===== src/rtl/isa_pkg.sv =====
package isa_pkg;

    typedef enum logic [6:0] {
        OPC_OP     = 7'b0110011,
        OPC_OP_IMM = 7'b0010011,
        OPC_LUI    = 7'b0110111,
        OPC_LOAD   = 7'b0000011,
        OPC_STORE  = 7'b0100011,
        OPC_BRANCH = 7'b1100011,
        OPC_JAL    = 7'b1101111,
        OPC_SYSTEM = 7'b1110011   // only ecall is recognised
    } opcode_t;

    typedef enum logic [2:0] {
        ALU_ADD,
        ALU_SUB,
        ALU_AND,
        ALU_OR,
        ALU_XOR,
        ALU_SLT
    } alu_op_t;

    localparam logic [2:0] F3_ADD = 3'b000;
    localparam logic [2:0] F3_SLT = 3'b010;
    localparam logic [2:0] F3_XOR = 3'b100;
    localparam logic [2:0] F3_OR  = 3'b110;
    localparam logic [2:0] F3_AND = 3'b111;
    localparam logic [2:0] F3_BEQ = 3'b000;
    localparam logic [2:0] F3_BNE = 3'b001;

    localparam logic [6:0] FUNCT7_SUB = 7'b0100000;

    localparam logic [4:0] X0 = 5'd0;   // hardwired zero register

    typedef struct packed {
        logic [6:0] funct7;
        logic [4:0] rs2;
        logic [4:0] rs1;
        logic [2:0] funct3;
        logic [4:0] rd;
        logic [6:0] opcode;
    } r_type_t;

    typedef struct packed {
        logic [11:0] imm_11_0;
        logic [4:0]  rs1;
        logic [2:0]  funct3;
        logic [4:0]  rd;
        logic [6:0]  opcode;
    } i_type_t;

    typedef struct packed {
        logic [6:0] imm_11_5;
        logic [4:0] rs2;
        logic [4:0] rs1;
        logic [2:0] funct3;
        logic [4:0] imm_4_0;
        logic [6:0] opcode;
    } s_type_t;

    typedef struct packed {
        logic       imm_12;
        logic [5:0] imm_10_5;
        logic [4:0] rs2;
        logic [4:0] rs1;
        logic [2:0] funct3;
        logic [3:0] imm_4_1;
        logic       imm_11;
        logic [6:0] opcode;
    } b_type_t;

    typedef struct packed {
        logic [19:0] imm_31_12;
        logic [4:0]  rd;
        logic [6:0]  opcode;
    } u_type_t;

    typedef struct packed {
        logic       imm_20;
        logic [9:0] imm_10_1;
        logic       imm_11;
        logic [7:0] imm_19_12;
        logic [4:0] rd;
        logic [6:0] opcode;
    } j_type_t;

    // one instruction word viewed per format
    typedef union packed {
        r_type_t r;
        i_type_t i;
        s_type_t s;
        b_type_t b;
        u_type_t u;
        j_type_t j;
    } instr_t;

endpackage

===== src/rtl/core_pkg.sv =====
package core_pkg;
    import isa_pkg::*;

    localparam int XLEN = 32;
    localparam int REG_ADDR_W = 5;
    localparam logic [XLEN-1:0] RESET_PC = '0;

    typedef logic [XLEN-1:0] word_t;
    typedef logic [REG_ADDR_W-1:0] reg_addr_t;

    typedef struct packed {
        word_t pc;
        word_t instr;
    } fetch_pkt_t;

    typedef struct packed {
        word_t     pc;
        alu_op_t   alu_op;
        word_t     op_a;
        word_t     op_b;
        word_t     store_data;
        reg_addr_t rd;
        logic      rd_we;
        logic      is_load;
        logic      is_store;
        logic      is_branch;
        logic      branch_ne;   // bne when set, beq otherwise
        logic      is_jal;
        word_t     imm;         // branch or jump offset
        logic      is_halt;
    } exec_pkt_t;

    typedef struct packed {
        reg_addr_t rd;
        logic      rd_we;
        word_t     result;      // address for lw and sw
        logic      is_load;
        logic      is_store;
        word_t     store_data;
        word_t     next_pc;
        logic      is_halt;
    } mem_pkt_t;

    typedef struct packed {
        reg_addr_t rd;
        logic      rd_we;
        word_t     result;
        word_t     next_pc;
        logic      is_halt;
    } wb_pkt_t;

    typedef struct packed {
        word_t addr;
    } ibus_req_t;

    typedef struct packed {
        word_t addr;
        logic  write;
        word_t wdata;
    } dbus_req_t;

endpackage


===== src/rtl/five_cycle_cpu.sv =====
`timescale 1ns/1ps

module five_cycle_cpu
    import core_pkg::*;
(
    input  logic      clk,
    input  logic      rst,
    output ibus_req_t ibus_req,
    output logic      ibus_req_valid,
    input  logic      ibus_req_ready,
    input  logic      ibus_rsp_valid,
    input  word_t     ibus_rsp_data,
    output dbus_req_t dbus_req,
    output logic      dbus_req_valid,
    input  logic      dbus_req_ready,
    input  logic      dbus_rsp_valid,
    input  word_t     dbus_rsp_data,
    output logic      halted
);
    fetch_pkt_t f_pkt;
    logic       f_valid;
    logic       f_ready;
    exec_pkt_t  d_pkt;
    logic       d_valid;
    logic       d_ready;
    mem_pkt_t   e_pkt;
    logic       e_valid;
    logic       e_ready;
    wb_pkt_t    m_pkt;
    logic       m_valid;
    logic       m_ready;
    reg_addr_t  rs1;
    reg_addr_t  rs2;
    word_t      rs1_data;
    word_t      rs2_data;
    reg_addr_t  rd;
    word_t      rd_data;
    logic       rd_we;
    logic       pc_valid;
    word_t      next_pc;
    logic       halt;

    fetch_stage fetch_stage_i (
        .clk(clk), .rst(rst),
        .ibus_req(ibus_req), .ibus_req_valid(ibus_req_valid), .ibus_req_ready(ibus_req_ready),
        .ibus_rsp_valid(ibus_rsp_valid), .ibus_rsp_data(ibus_rsp_data),
        .pc_valid(pc_valid), .next_pc(next_pc), .halt(halt),
        .out_pkt(f_pkt), .out_valid(f_valid), .out_ready(f_ready),
        .halted(halted)
    );

    decode_stage decode_stage_i (
        .clk(clk), .rst(rst),
        .in_pkt(f_pkt), .in_valid(f_valid), .in_ready(f_ready),
        .rs1(rs1), .rs2(rs2), .rs1_data(rs1_data), .rs2_data(rs2_data),
        .out_pkt(d_pkt), .out_valid(d_valid), .out_ready(d_ready)
    );

    execute_stage execute_stage_i (
        .clk(clk), .rst(rst),
        .in_pkt(d_pkt), .in_valid(d_valid), .in_ready(d_ready),
        .out_pkt(e_pkt), .out_valid(e_valid), .out_ready(e_ready)
    );

    memory_stage memory_stage_i (
        .clk(clk), .rst(rst),
        .in_pkt(e_pkt), .in_valid(e_valid), .in_ready(e_ready),
        .dbus_req(dbus_req), .dbus_req_valid(dbus_req_valid), .dbus_req_ready(dbus_req_ready),
        .dbus_rsp_valid(dbus_rsp_valid), .dbus_rsp_data(dbus_rsp_data),
        .out_pkt(m_pkt), .out_valid(m_valid), .out_ready(m_ready)
    );

    writeback_stage writeback_stage_i (
        .in_pkt(m_pkt), .in_valid(m_valid), .in_ready(m_ready),
        .rd(rd), .rd_data(rd_data), .rd_we(rd_we),
        .pc_valid(pc_valid), .next_pc(next_pc), .halt(halt)
    );

    register_file register_file_i (
        .clk(clk), .rst(rst),
        .rs1(rs1), .rs2(rs2), .rs1_data(rs1_data), .rs2_data(rs2_data),
        .rd(rd), .rd_data(rd_data), .rd_we(rd_we)
    );
endmodule


===== src/rtl/writeback_stage.sv =====
`timescale 1ns/1ps

module writeback_stage
    import core_pkg::*;
    import isa_pkg::*;
(
    input  wb_pkt_t   in_pkt,
    input  logic      in_valid,
    output logic      in_ready,
    output reg_addr_t rd,
    output word_t     rd_data,
    output logic      rd_we,
    output logic      pc_valid,
    output word_t     next_pc,
    output logic      halt
);
    assign in_ready = 1'b1;   // never stalls

    assign rd = in_pkt.rd;
    assign rd_data = in_pkt.result;
    assign rd_we = in_valid && in_pkt.rd_we && (in_pkt.rd != X0);

    // fetch is idle here, so the pc goes back without a handshake
    assign pc_valid = in_valid;
    assign next_pc = in_pkt.next_pc;
    assign halt = in_valid && in_pkt.is_halt;
endmodule


===== src/rtl/memory_stage.sv =====
`timescale 1ns/1ps

module memory_stage
    import core_pkg::*;
(
    input  logic      clk,
    input  logic      rst,
    input  mem_pkt_t  in_pkt,
    input  logic      in_valid,
    output logic      in_ready,
    output dbus_req_t dbus_req,
    output logic      dbus_req_valid,
    input  logic      dbus_req_ready,
    input  logic      dbus_rsp_valid,
    input  word_t     dbus_rsp_data,
    output wb_pkt_t   out_pkt,
    output logic      out_valid,
    input  logic      out_ready
);
    typedef enum logic [1:0] {
        S_IDLE,
        S_REQ,
        S_WAIT,
        S_OUT
    } state_t;

    state_t    state;
    dbus_req_t req_q;
    wb_pkt_t   wb_q;
    logic      accept;

    assign in_ready = (state == S_IDLE);
    assign accept = in_valid && in_ready;
    assign dbus_req = req_q;
    assign dbus_req_valid = (state == S_REQ);
    assign out_pkt = wb_q;
    assign out_valid = (state == S_OUT);

    always_ff @(posedge clk) begin
        if (!rst) begin
            state <= S_IDLE;
        end else begin
            case (state)
                S_IDLE: if (accept) begin
                    state <= (in_pkt.is_load || in_pkt.is_store) ? S_REQ : S_OUT;
                end
                S_REQ:  if (dbus_req_ready) state <= S_WAIT;
                S_WAIT: if (dbus_rsp_valid) state <= S_OUT;
                S_OUT:  if (out_ready) state <= S_IDLE;
            endcase
        end
    end

    always_ff @(posedge clk) begin
        if (accept) begin
            req_q.addr <= in_pkt.result;
            req_q.write <= in_pkt.is_store;
            req_q.wdata <= in_pkt.store_data;
            wb_q.rd <= in_pkt.rd;
            wb_q.rd_we <= in_pkt.rd_we;
            wb_q.result <= in_pkt.result;
            wb_q.next_pc <= in_pkt.next_pc;
            wb_q.is_halt <= in_pkt.is_halt;
        end else if (state == S_WAIT && dbus_rsp_valid && !req_q.write) begin
            wb_q.result <= dbus_rsp_data;   // load data replaces the address
        end
    end
endmodule


===== src/rtl/execute_stage.sv =====
`timescale 1ns/1ps

module execute_stage
    import core_pkg::*;
    import isa_pkg::*;
(
    input  logic      clk,
    input  logic      rst,
    input  exec_pkt_t in_pkt,
    input  logic      in_valid,
    output logic      in_ready,
    output mem_pkt_t  out_pkt,
    output logic      out_valid,
    input  logic      out_ready
);
    word_t    result;
    word_t    target;
    logic     taken;
    mem_pkt_t pkt;

    always_comb begin
        case (in_pkt.alu_op)
            ALU_ADD: result = in_pkt.op_a + in_pkt.op_b;
            ALU_SUB: result = in_pkt.op_a - in_pkt.op_b;
            ALU_AND: result = in_pkt.op_a & in_pkt.op_b;
            ALU_OR:  result = in_pkt.op_a | in_pkt.op_b;
            ALU_XOR: result = in_pkt.op_a ^ in_pkt.op_b;
            ALU_SLT: result = word_t'($signed(in_pkt.op_a) < $signed(in_pkt.op_b));
            default: result = in_pkt.op_a + in_pkt.op_b;
        endcase
    end

    // operands carry rs1 and rs2 for branches
    assign taken = in_pkt.is_branch && ((in_pkt.op_a == in_pkt.op_b) != in_pkt.branch_ne);
    assign target = in_pkt.pc + in_pkt.imm;

    always_comb begin
        pkt.rd = in_pkt.rd;
        pkt.rd_we = in_pkt.rd_we;
        pkt.result = result;
        pkt.is_load = in_pkt.is_load;
        pkt.is_store = in_pkt.is_store;
        pkt.store_data = in_pkt.store_data;
        pkt.next_pc = (taken || in_pkt.is_jal) ? target : in_pkt.pc + word_t'(4);
        pkt.is_halt = in_pkt.is_halt;
    end

    assign in_ready = !out_valid || out_ready;

    always_ff @(posedge clk) begin
        if (!rst) begin
            out_valid <= 1'b0;
        end else if (in_valid && in_ready) begin
            out_valid <= 1'b1;
        end else if (out_ready) begin
            out_valid <= 1'b0;
        end
    end

    always_ff @(posedge clk) begin
        if (in_valid && in_ready) begin
            out_pkt <= pkt;
        end
    end
endmodule


===== src/rtl/decode_stage.sv =====
`timescale 1ns/1ps

module decode_stage
    import core_pkg::*;
    import isa_pkg::*;
(
    input  logic       clk,
    input  logic       rst,
    input  fetch_pkt_t in_pkt,
    input  logic       in_valid,
    output logic       in_ready,
    output reg_addr_t  rs1,
    output reg_addr_t  rs2,
    input  word_t      rs1_data,
    input  word_t      rs2_data,
    output exec_pkt_t  out_pkt,
    output logic       out_valid,
    input  logic       out_ready
);
    instr_t    instr;
    word_t     imm_i;
    word_t     imm_s;
    word_t     imm_b;
    word_t     imm_u;
    word_t     imm_j;
    exec_pkt_t pkt;

    function automatic alu_op_t alu_from_funct(logic [2:0] funct3, logic is_sub);
        case (funct3)
            F3_ADD:  return is_sub ? ALU_SUB : ALU_ADD;
            F3_SLT:  return ALU_SLT;
            F3_XOR:  return ALU_XOR;
            F3_OR:   return ALU_OR;
            F3_AND:  return ALU_AND;
            default: return ALU_ADD;
        endcase
    endfunction

    assign instr = in_pkt.instr;
    assign rs1 = instr.r.rs1;
    assign rs2 = instr.r.rs2;

    assign imm_i = {{20{instr.i.imm_11_0[11]}}, instr.i.imm_11_0};
    assign imm_s = {{20{instr.s.imm_11_5[6]}}, instr.s.imm_11_5, instr.s.imm_4_0};
    assign imm_b = {{19{instr.b.imm_12}}, instr.b.imm_12, instr.b.imm_11,
                    instr.b.imm_10_5, instr.b.imm_4_1, 1'b0};
    assign imm_u = {instr.u.imm_31_12, 12'b0};
    assign imm_j = {{11{instr.j.imm_20}}, instr.j.imm_20, instr.j.imm_19_12,
                    instr.j.imm_11, instr.j.imm_10_1, 1'b0};

    always_comb begin
        pkt = '0;
        pkt.pc = in_pkt.pc;
        pkt.alu_op = ALU_ADD;
        pkt.op_a = rs1_data;
        pkt.op_b = rs2_data;
        pkt.store_data = rs2_data;
        pkt.rd = instr.r.rd;
        case (instr.r.opcode)
            OPC_OP: begin
                pkt.alu_op = alu_from_funct(instr.r.funct3, instr.r.funct7 == FUNCT7_SUB);
                pkt.rd_we = 1'b1;
            end
            OPC_OP_IMM: begin
                pkt.alu_op = alu_from_funct(instr.i.funct3, 1'b0);
                pkt.op_b = imm_i;
                pkt.rd_we = 1'b1;
            end
            OPC_LUI: begin
                pkt.op_a = '0;
                pkt.op_b = imm_u;
                pkt.rd_we = 1'b1;
            end
            OPC_LOAD: begin
                pkt.op_b = imm_i;
                pkt.rd_we = 1'b1;
                pkt.is_load = 1'b1;
            end
            OPC_STORE: begin
                pkt.op_b = imm_s;
                pkt.is_store = 1'b1;
            end
            OPC_BRANCH: begin
                pkt.imm = imm_b;
                case (instr.b.funct3)
                    F3_BEQ:  pkt.is_branch = 1'b1;
                    F3_BNE: begin
                        pkt.is_branch = 1'b1;
                        pkt.branch_ne = 1'b1;
                    end
                    default: pkt.is_branch = 1'b0;   // other compares fall through
                endcase
            end
            OPC_JAL: begin
                pkt.op_a = in_pkt.pc;   // link value is pc + 4
                pkt.op_b = word_t'(4);
                pkt.rd_we = 1'b1;
                pkt.is_jal = 1'b1;
                pkt.imm = imm_j;
            end
            OPC_SYSTEM: pkt.is_halt = 1'b1;
            default: ;   // no-op
        endcase
    end

    assign in_ready = !out_valid || out_ready;

    always_ff @(posedge clk) begin
        if (!rst) begin
            out_valid <= 1'b0;
        end else if (in_valid && in_ready) begin
            out_valid <= 1'b1;
        end else if (out_ready) begin
            out_valid <= 1'b0;
        end
    end

    always_ff @(posedge clk) begin
        if (in_valid && in_ready) begin
            out_pkt <= pkt;
        end
    end
endmodule


===== src/rtl/fetch_stage.sv =====
`timescale 1ns/1ps

module fetch_stage
    import core_pkg::*;
(
    input  logic       clk,
    input  logic       rst,
    output ibus_req_t  ibus_req,
    output logic       ibus_req_valid,
    input  logic       ibus_req_ready,
    input  logic       ibus_rsp_valid,
    input  word_t      ibus_rsp_data,
    input  logic       pc_valid,
    input  word_t      next_pc,
    input  logic       halt,
    output fetch_pkt_t out_pkt,
    output logic       out_valid,
    input  logic       out_ready,
    output logic       halted
);
    word_t pc;
    logic  token;     // a pc is queued and not yet requested
    logic  started;

    assign ibus_req_valid = token;
    assign ibus_req.addr = pc;

    always_ff @(posedge clk) begin
        if (!rst) begin
            pc <= RESET_PC;
            token <= 1'b0;
            started <= 1'b0;
            halted <= 1'b0;
            out_valid <= 1'b0;
        end else begin
            if (!started) begin
                started <= 1'b1;
                token <= 1'b1;   // first fetch right after reset
            end else if (ibus_req_valid && ibus_req_ready) begin
                token <= 1'b0;
            end
            if (ibus_rsp_valid) begin
                out_valid <= 1'b1;
            end else if (out_ready) begin
                out_valid <= 1'b0;
            end
            if (pc_valid) begin
                pc <= next_pc;
                if (halt) begin
                    halted <= 1'b1;
                end else begin
                    token <= 1'b1;
                end
            end
        end
    end

    always_ff @(posedge clk) begin
        if (ibus_rsp_valid) begin
            out_pkt.pc <= pc;
            out_pkt.instr <= ibus_rsp_data;
        end
    end
endmodule


===== src/rtl/register_file.sv =====
`timescale 1ns/1ps

module register_file
    import core_pkg::*;
(
    input  logic      clk,
    input  logic      rst,
    input  reg_addr_t rs1,
    input  reg_addr_t rs2,
    output word_t     rs1_data,
    output word_t     rs2_data,
    input  reg_addr_t rd,
    input  word_t     rd_data,
    input  logic      rd_we
);
    word_t regs [2**REG_ADDR_W];

    assign rs1_data = (rs1 == '0) ? '0 : regs[rs1];
    assign rs2_data = (rs2 == '0) ? '0 : regs[rs2];

    always_ff @(posedge clk) begin
        if (!rst) begin
            for (int i = 0; i < 2**REG_ADDR_W; i++) begin
                regs[i] <= '0;
            end
        end else if (rd_we && rd != '0) begin
            regs[rd] <= rd_data;
        end
    end
endmodule


===== config.mk =====
export PLATFORM = sky130hd
export DESIGN_NAME = five_cycle_cpu
export DESIGN_NICKNAME = d
export VERILOG_FILES = /design/src/rtl/isa_pkg.sv /design/src/rtl/core_pkg.sv /design/src/rtl/five_cycle_cpu.sv /design/src/rtl/writeback_stage.sv /design/src/rtl/memory_stage.sv /design/src/rtl/execute_stage.sv /design/src/rtl/decode_stage.sv /design/src/rtl/fetch_stage.sv /design/src/rtl/register_file.sv
export SDC_FILE = /design/constraint.sdc
export NUM_CORES = 2
export LEC_CHECK = 0
export CORE_MARGIN = 1.5
export CORE_UTILIZATION = 50
export DETAILED_ROUTE_END_ITERATION = 6
export DONT_BUFFER_PORTS = 1
export PLACE_DENSITY = 0.72
export SETUP_SLACK_MARGIN = 0.15
export SLEW_MARGIN = 20
export SYNTH_ARGS = -nofsm -noshare
export SYNTH_HDL_FRONTEND = slang
export SYNTH_SLANG_ARGS = --single-unit

===== constraint.sdc =====
create_clock -name clk -period 15.1 [get_ports clk]
set_clock_uncertainty 0.2 [all_clocks]
set_input_delay 1.51 -clock clk [delete_from_list [all_inputs] [get_ports clk]]
set_output_delay 1.51 -clock clk [all_outputs]
set_load 0.03 [all_outputs]

# After elaboration in Yosys (flattened, before gate mapping)
# Memory sizes are Yosys's and may differ from the RTL's. A register that Yosys moved wholly into a read port is not among the register bits.
# Index checks and enable logic that the tools add are counted.
# classes
n_addsub	4
mul	0
div_mod_pow	0
magnitude_cmp	1
eq_ne	27
shift	0
muxes	45
bitwise	3
reduce_logical	33
# ops
op	count
32-bit 2-to-1 mux	6
32-bit one-hot mux with 5 select lines	1
32-bit one-hot mux with 2 select lines	2
32-bit one-hot mux with 4 select lines	1
32-bit adder	2
32-bit by 3-bit adder with 32-bit output (second input constant)	1
32-bit bitwise AND	1
32-bit equality test	1
32-bit less-than comparator	1
32-bit OR	1
32-bit OR reduction	1
32-bit subtractor	1
32-bit XOR	1
7-bit by 6-bit equality test with 1-bit output (second input constant)	4
1-bit 2-to-1 mux	24
7-bit equality test (second input constant)	3
3-bit equality test (second input constant)	5
5-bit 2-to-1 mux	3
3-bit one-hot mux with 5 select lines	1
3-bit one-hot mux with 4 select lines	1
1-bit logical AND	11
5-bit logical NOT	2
3-bit by 2-bit equality test with 1-bit output (second input constant)	3
2-bit 2-to-1 mux	4
20 further kinds	32
# totals
ff_bits	520
latchBits	0
mem_bits_rw	1024
mem_bits_ro	0
word_cells	154
n_memories	1
# memory_table
memory	depth	word_bits	rd	rd_ports_with_merged_regs	write_ports	line	text
register_file_i.regs	32	32	2	2	32	register_file.sv:16	word_t regs [2**REG_ADDR_W];

# Longest topological paths before layout
# depth
word_depth	9
mapped_depth	13
depth_no_buf	13

# Hierarchy
# A second synthesis with hierarchy kept.
# hier_totals
cells_unflattened	5764
hier_area_um2	80723.7
# modules_own_cells
module	n_inst	cells_per_inst	area_per_inst_um2	seq_area_each_um2
register_file	1	3507	54232.0	30749.5
execute_stage	1	1395	11354.6	3173.0
decode_stage	1	411	6552.5	4914.7
memory_stage	1	197	4812.1	4124.0
fetch_stage	1	179	3213.1	2642.5
writeback_stage	1	75	559.3	0.0

# Least setup slack after synthesis
# No wires, ideal clock.
# synth_path
path_type	register -> register
startpoint	register memory_stage_i.state[0]
endpoint	register decode_stage_i.out_pkt[0] (netlist name), enable pin
setup_ns	0.935
t_arrival_ns	12.491
slack_ns	1.474
stages_incl_launch_ff	5
synth_period_minus_slack_ns	13.626
cell_sequence	dfxtp_1 -> inv_1 -> ha_1 -> nor2_1 -> a21boi_0
# synth_between
elab_chain_len	4
# synth_rtl
element	line	text
start, declared	memory_stage.sv:27	state_t state;
start signal, assigned	memory_stage.sv:45	state <= (in_pkt.is_load || in_pkt.is_store) ? S_REQ : S_OUT;
2-bit logical NOT	memory_stage.sv:32	assign in_ready = (state == S_IDLE);
1-bit logical OR	execute_stage.sv:48	assign in_ready = !out_valid || out_ready;
1-bit logical OR	decode_stage.sv:106	assign in_ready = !out_valid || out_ready;
1-bit logical AND	decode_stage.sv:119	if (in_valid && in_ready) begin
end signal, assigned	decode_stage.sv:120	out_pkt <= pkt;
end, declared	decode_stage.sv:16	output exec_pkt_t out_pkt,
# No other way between the ends.
# A chain may end at the register's enable or synchronous reset.

==> flow_results.org <==
** Power and ir drop
- Static leakage :: 30.79 nW
- In this run the power spent charging and discharging nets is 2.875 mW.
- Across the VDD grid, the largest voltage drop is 0.00009455 V.
- Relative contribution of combinational cells to total power :: 14.0%
- Power per standard cell area :: 121.9 nW/um2
- Net switching fraction of the power :: ~27%
- Portion of total power attributed to the clock network :: between 30% and 40%
- Fraction of power consumed by sequential logic :: 49.1%
- The internal power of the cells totals ~7.7 mW.

** Layout
- From synthesis to final layout, the design area changed by 9.748%.
- Total Nets Final :: 5335
- Of the cells placed in the final design, the portion with a size suffix greater than 1 is 22.06%.
- Fill cell count :: 12112
- The finished layout holds approximately 7400 standard cells, fillers aside.

** Yosys
- Yosys mapped a number of flops with a built-in enable equal to 1492.
- Number of warnings issued by yosys :: 0
- Synthesis produced about 5300 cells.
- After synthesis, the share of flip-flops with an asynchronous set or reset is 0%.
- Register bit total from synthesis :: around 1500
- Primary FF master, synth :: sky130_fd_sc_hd__edfxtp_1
- Averaged over all synthesized cells, the footprint is between 15 and 20 um2.
- Mapped cell area :: between 70000 and 80000 um2
- Number of distinct library cells after synthesis :: between 90 and 100
- Sequential cells were found to cover around 58% of the synthesized design area.

** STA
- Fmax achieved :: between 0.15 and 0.2 GHz
- Final Hold Viols :: 0
- Period utilisation layout :: 33.91%
- The final count of pins violating max slew is 0.
- At the pin with the least slew margin, the transition time is 1.189 ns.
- Final critical-path required period :: a little over 5 ns
- Relative slew slack :: 18.48%
- Setup TNS after final layout :: 0 ns
- Setup repair after global routing left no endpoint under its margin.
- Final count of negative-setup-slack endpoints :: 0

** CTS
- The H-tree was split into 4 levels.
- Clk pin slew, worst setup/hold paths :: approximately 0.060 ns
- Hold repair after CTS inserted 0 buffers.
- Counting along the longest clock path gives a buffer depth of 3.
- Clk sinks :: 1542
- In this run, CTS created clock tree buffers numbering 162.
- TritonCTS built the clock tree.
- Setup repair bufs after CTS :: 0
- Post-cts gate resize count :: 0
- Clk Latency, worst-skew pair :: 0.83 ns
- The cell sitting at the root of the clock tree is a sky130_fd_sc_hd__clkbuf_16.

** Setup path
- STA classifies the critical path startpoint as a flip-flop.
- The worst setup path is captured at a flip-flop.
- The critical path is of the reg2reg type.
- CP max FO :: 84
- Worst path required time :: 15.43 ns
- Data on the critical path arrives at its endpoint at 5.45 ns.
- R2r setup slk :: 9.98 ns

** Die
- From left edge to right edge, the die measures 400.9 um.
- DIE AREA :: 160700 um2
- Once the floorplan was initialized, standard cells occupied 50.50% of the core.
- The floorplan step set the die height to about 400 um.
- Number of placement rows :: 145
- The region available for standard cell placement spans 156800 um2.
- Count of pins on the block boundary :: 170

** Global route
- Total overflow reported by the global router :: 0
- For this run, the total global-route usage over all layers was measured as 33.89%.
- Wire length of the first global-routing pass :: 379.1 mm
- The initial antenna violation count was 39.
- The via count of the first global-routing pass is 49369.
- Entering global routing, the biggest net connects 162 pins.

** Placement
- Placed cell count :: around 7000
- Final weighted congestion in routability-driven placement :: 0.9477
- In this run the tool buffered the top-level ports with 0 buffer cells.
- Detailed placement finished with a half-perimeter wire length of about 160 mm.

** Routing
- Number of DRC markers after the initial detailed-route iteration :: about 8600
- After detailed routing, the number of vias per cell comes to 6.961.
- Number of iterations in the first detailed-routing pass :: 7
- The routed layout has between 50000 and 60000 vias.
- Number of routed nets with antenna violations :: 0
- Wire length after detailed routing :: 274.4 mm
- Post-route DRC violation count :: 1
- Routed length per instance :: 37.32 um

** Worst hold path
- In this run the worst hold path is classified as reg2reg.

** Outcome
- The flow ran to the end, but the final reports show violations.
- Violations in the final reports :: DRC

** Flow run
- Across the run, the number of max-cap violations was 0.
## routing by layer
| layer | track usage (%) | up-vias | wire (um) |
|---|---|---|---|
| met5 | 0 | - | 148 |
| met4 | 19.10 | 20 | 17960 |
| met3 | 11.22 | 923 | 41260 |
| met2 | 51.30 | 4483 | 123500 |
| met1 | 43.08 | 25815 | 91540 |
| li1 | - | 19946 | - |
## sequential cells by signal (all words and copies together) (netlist names), named ones only
signal,cells
fetch_stage_i.ibus_req,32
fetch_stage_i.started,1
fetch_stage_i.ibus_req_valid,1
memory_stage_i.dbus_req,65
register_file_i.regs,1024
memory_stage_i.state,2
fetch_stage_i.out_valid,1
fetch_stage_i.halted,1
memory_stage_i.out_pkt,71
fetch_stage_i.out_pkt,64
decode_stage_i.out_valid,1
decode_stage_i.out_pkt,163
execute_stage_i.out_pkt,105
execute_stage_i.out_valid,1
## cell type report
| class | instances | area [um2] | share of cell area (%) |
|---|---|---|---|
| flip-flops and latches | 1542 | 45840 | 52.76 |
| multi-input cells | 3172 | 31830 | 36.64 |
| clock buffers | 203 | 4362 | 5.021 |
| well taps | 2058 | 2575 | 2.964 |
| repair buffers | 121 | 962.2 | 1.108 |
| clock inverters | 94 | 728.2 | 0.8382 |
| inverters | 132 | 500.5 | 0.5761 |
| diodes | 31 | 77.57 | 0.08930 |
## critical path: stages, from the launching register on
cell	delay [ns]
sky130_fd_sc_hd__dfxtp_4	0.91
sky130_fd_sc_hd__buf_12	0.56
sky130_fd_sc_hd__buf_4	0.82
sky130_fd_sc_hd__mux4_2	0.63
sky130_fd_sc_hd__mux4_2	0.47
sky130_fd_sc_hd__mux2i_1	0.82
sky130_fd_sc_hd__o21ai_0	0.15
## cells in the mapped netlist (all sizes together) (9+ instances only)
cell type  count  share of area (%)
edfxtp      1492                 57
a31oi         16               0.15
a21oi        140               0.89
buf           96               0.62
o21bai        16               0.15
a21o          43               0.41
a211oi        17               0.17
and2        1005                7.9
inv          132               0.63
nand4         14               0.11
nand2        136               0.64
ha           131                2.1
mux2i        104                1.3
nor2b         19               0.15
a221o         25               0.32
o211ai        23               0.22
o21a          11               0.10
a221oi        13               0.15
xnor2         47               0.52
xor2          27               0.30
nand2b        19               0.15
o31ai          9              0.085
nor2         233                1.1
nor3          35               0.22
o22ai         13               0.10
a22o          14               0.15
mux2          44               0.63
a22oi         19               0.18
dfxtp         50                1.3
o21ai        158                1.0
and3          12               0.10
nand3         42               0.27
mux4         640                 18
clkbuf       349                1.7
## logic make-up (layout without fill, tap and decap cells)
logic type      Yosys count  in the layout  share of synthesized area, %
xor+xnor                 74             74                        0.8188
flops                  1542           1542                         57.86
simple gates           1553           1553                         11.05
compound gates          591            591                         5.058
mux                     788            788                         20.15
fa+ha+maj               134            134                         2.147
other cells               1             63                      0.004737
buf+inv                 577            550                         2.908
## power by group through the flow
stage                     Sequential [mW]  Combinational, mW  Clock, mW
after floorplan                      5.12               1.06          0
after global placement               5.26               1.43          0
after detailed placement             5.27               1.44          0
after CTS                            5.19               1.45       3.92
after global routing                 5.21               1.54       4.08
final                                5.20               1.48       3.91
## cell usage in the layout, fill, tap and decap left out, drive strengths merged, types with 11 or more instances in the layout
master / netlist / final
nor2: 233 / 233
a211oi: 17 / 17
xnor2: 47 / 47
a221oi: 13 / 13
o211ai: 23 / 23
a21oi: 140 / 140
and3: 12 / 12
a22o: 14 / 14
mux2i: 104 / 104
dfxtp: 50 / 50
a31oi: 16 / 16
clkbuf: 349 / 203
mux2: 44 / 44
nand4: 14 / 14
mux4: 640 / 640
a221o: 25 / 25
buf: 96 / 121
o22ai: 13 / 13
a22oi: 19 / 19
and2: 1005 / 1005
nor3: 35 / 35
nor2b: 19 / 19
conb: 1 / 32
o21bai: 16 / 16
o21ai: 158 / 158
a21o: 43 / 43
nand2: 136 / 136
nand2b: 19 / 19
o21a: 11 / 11
inv: 132 / 140
edfxtp: 1492 / 1492
diode: 0 / 31
xor2: 27 / 27
nand3: 42 / 42
ha: 131 / 131
clkinv: 0 / 72
## worst paths after layout
kind | end | depth (start not counted) | startpoint
setup / recovery | decode_stage_i.out_pkt[113]$_DFFE_PP_ | 6 | flip-flop
hold / removal | memory_stage_i.dbus_req[13]$_DFFE_PP_ | 0 | execute_stage_i.out_pkt[46]$_DFFE_PP_
setup reg to reg | decode_stage_i.out_pkt[113]$_DFFE_PP_ | 6 | flip-flop
hold reg to reg | memory_stage_i.dbus_req[13]$_DFFE_PP_ | 0 | execute_stage_i.out_pkt[46]$_DFFE_PP_
## stage by stage
| stage | hold slack (ns) | setup WS, ns | utilization (%) | power [mW] | instance area, um2 |
|---|---|---|---|---|---|
| floorplan | 0.1988 | 1.474 | - | 6.183 | 79270 |
| global route | 0.2221 | 9.639 | 55.38 | 10.83 | 86810 |
| finish | 0.2168 | 9.980 | 55.42 | 10.59 | 86870 |
| global placement | 0.2003 | 10.05 | 52.12 | 6.690 | 81700 |
| detailed placement | 0.2045 | 10.04 | 52.12 | 6.715 | 81700 |
| CTS | 0.2177 | 10.03 | 55.37 | 10.55 | 86790 |
Power figures use the tool's default switching activity.
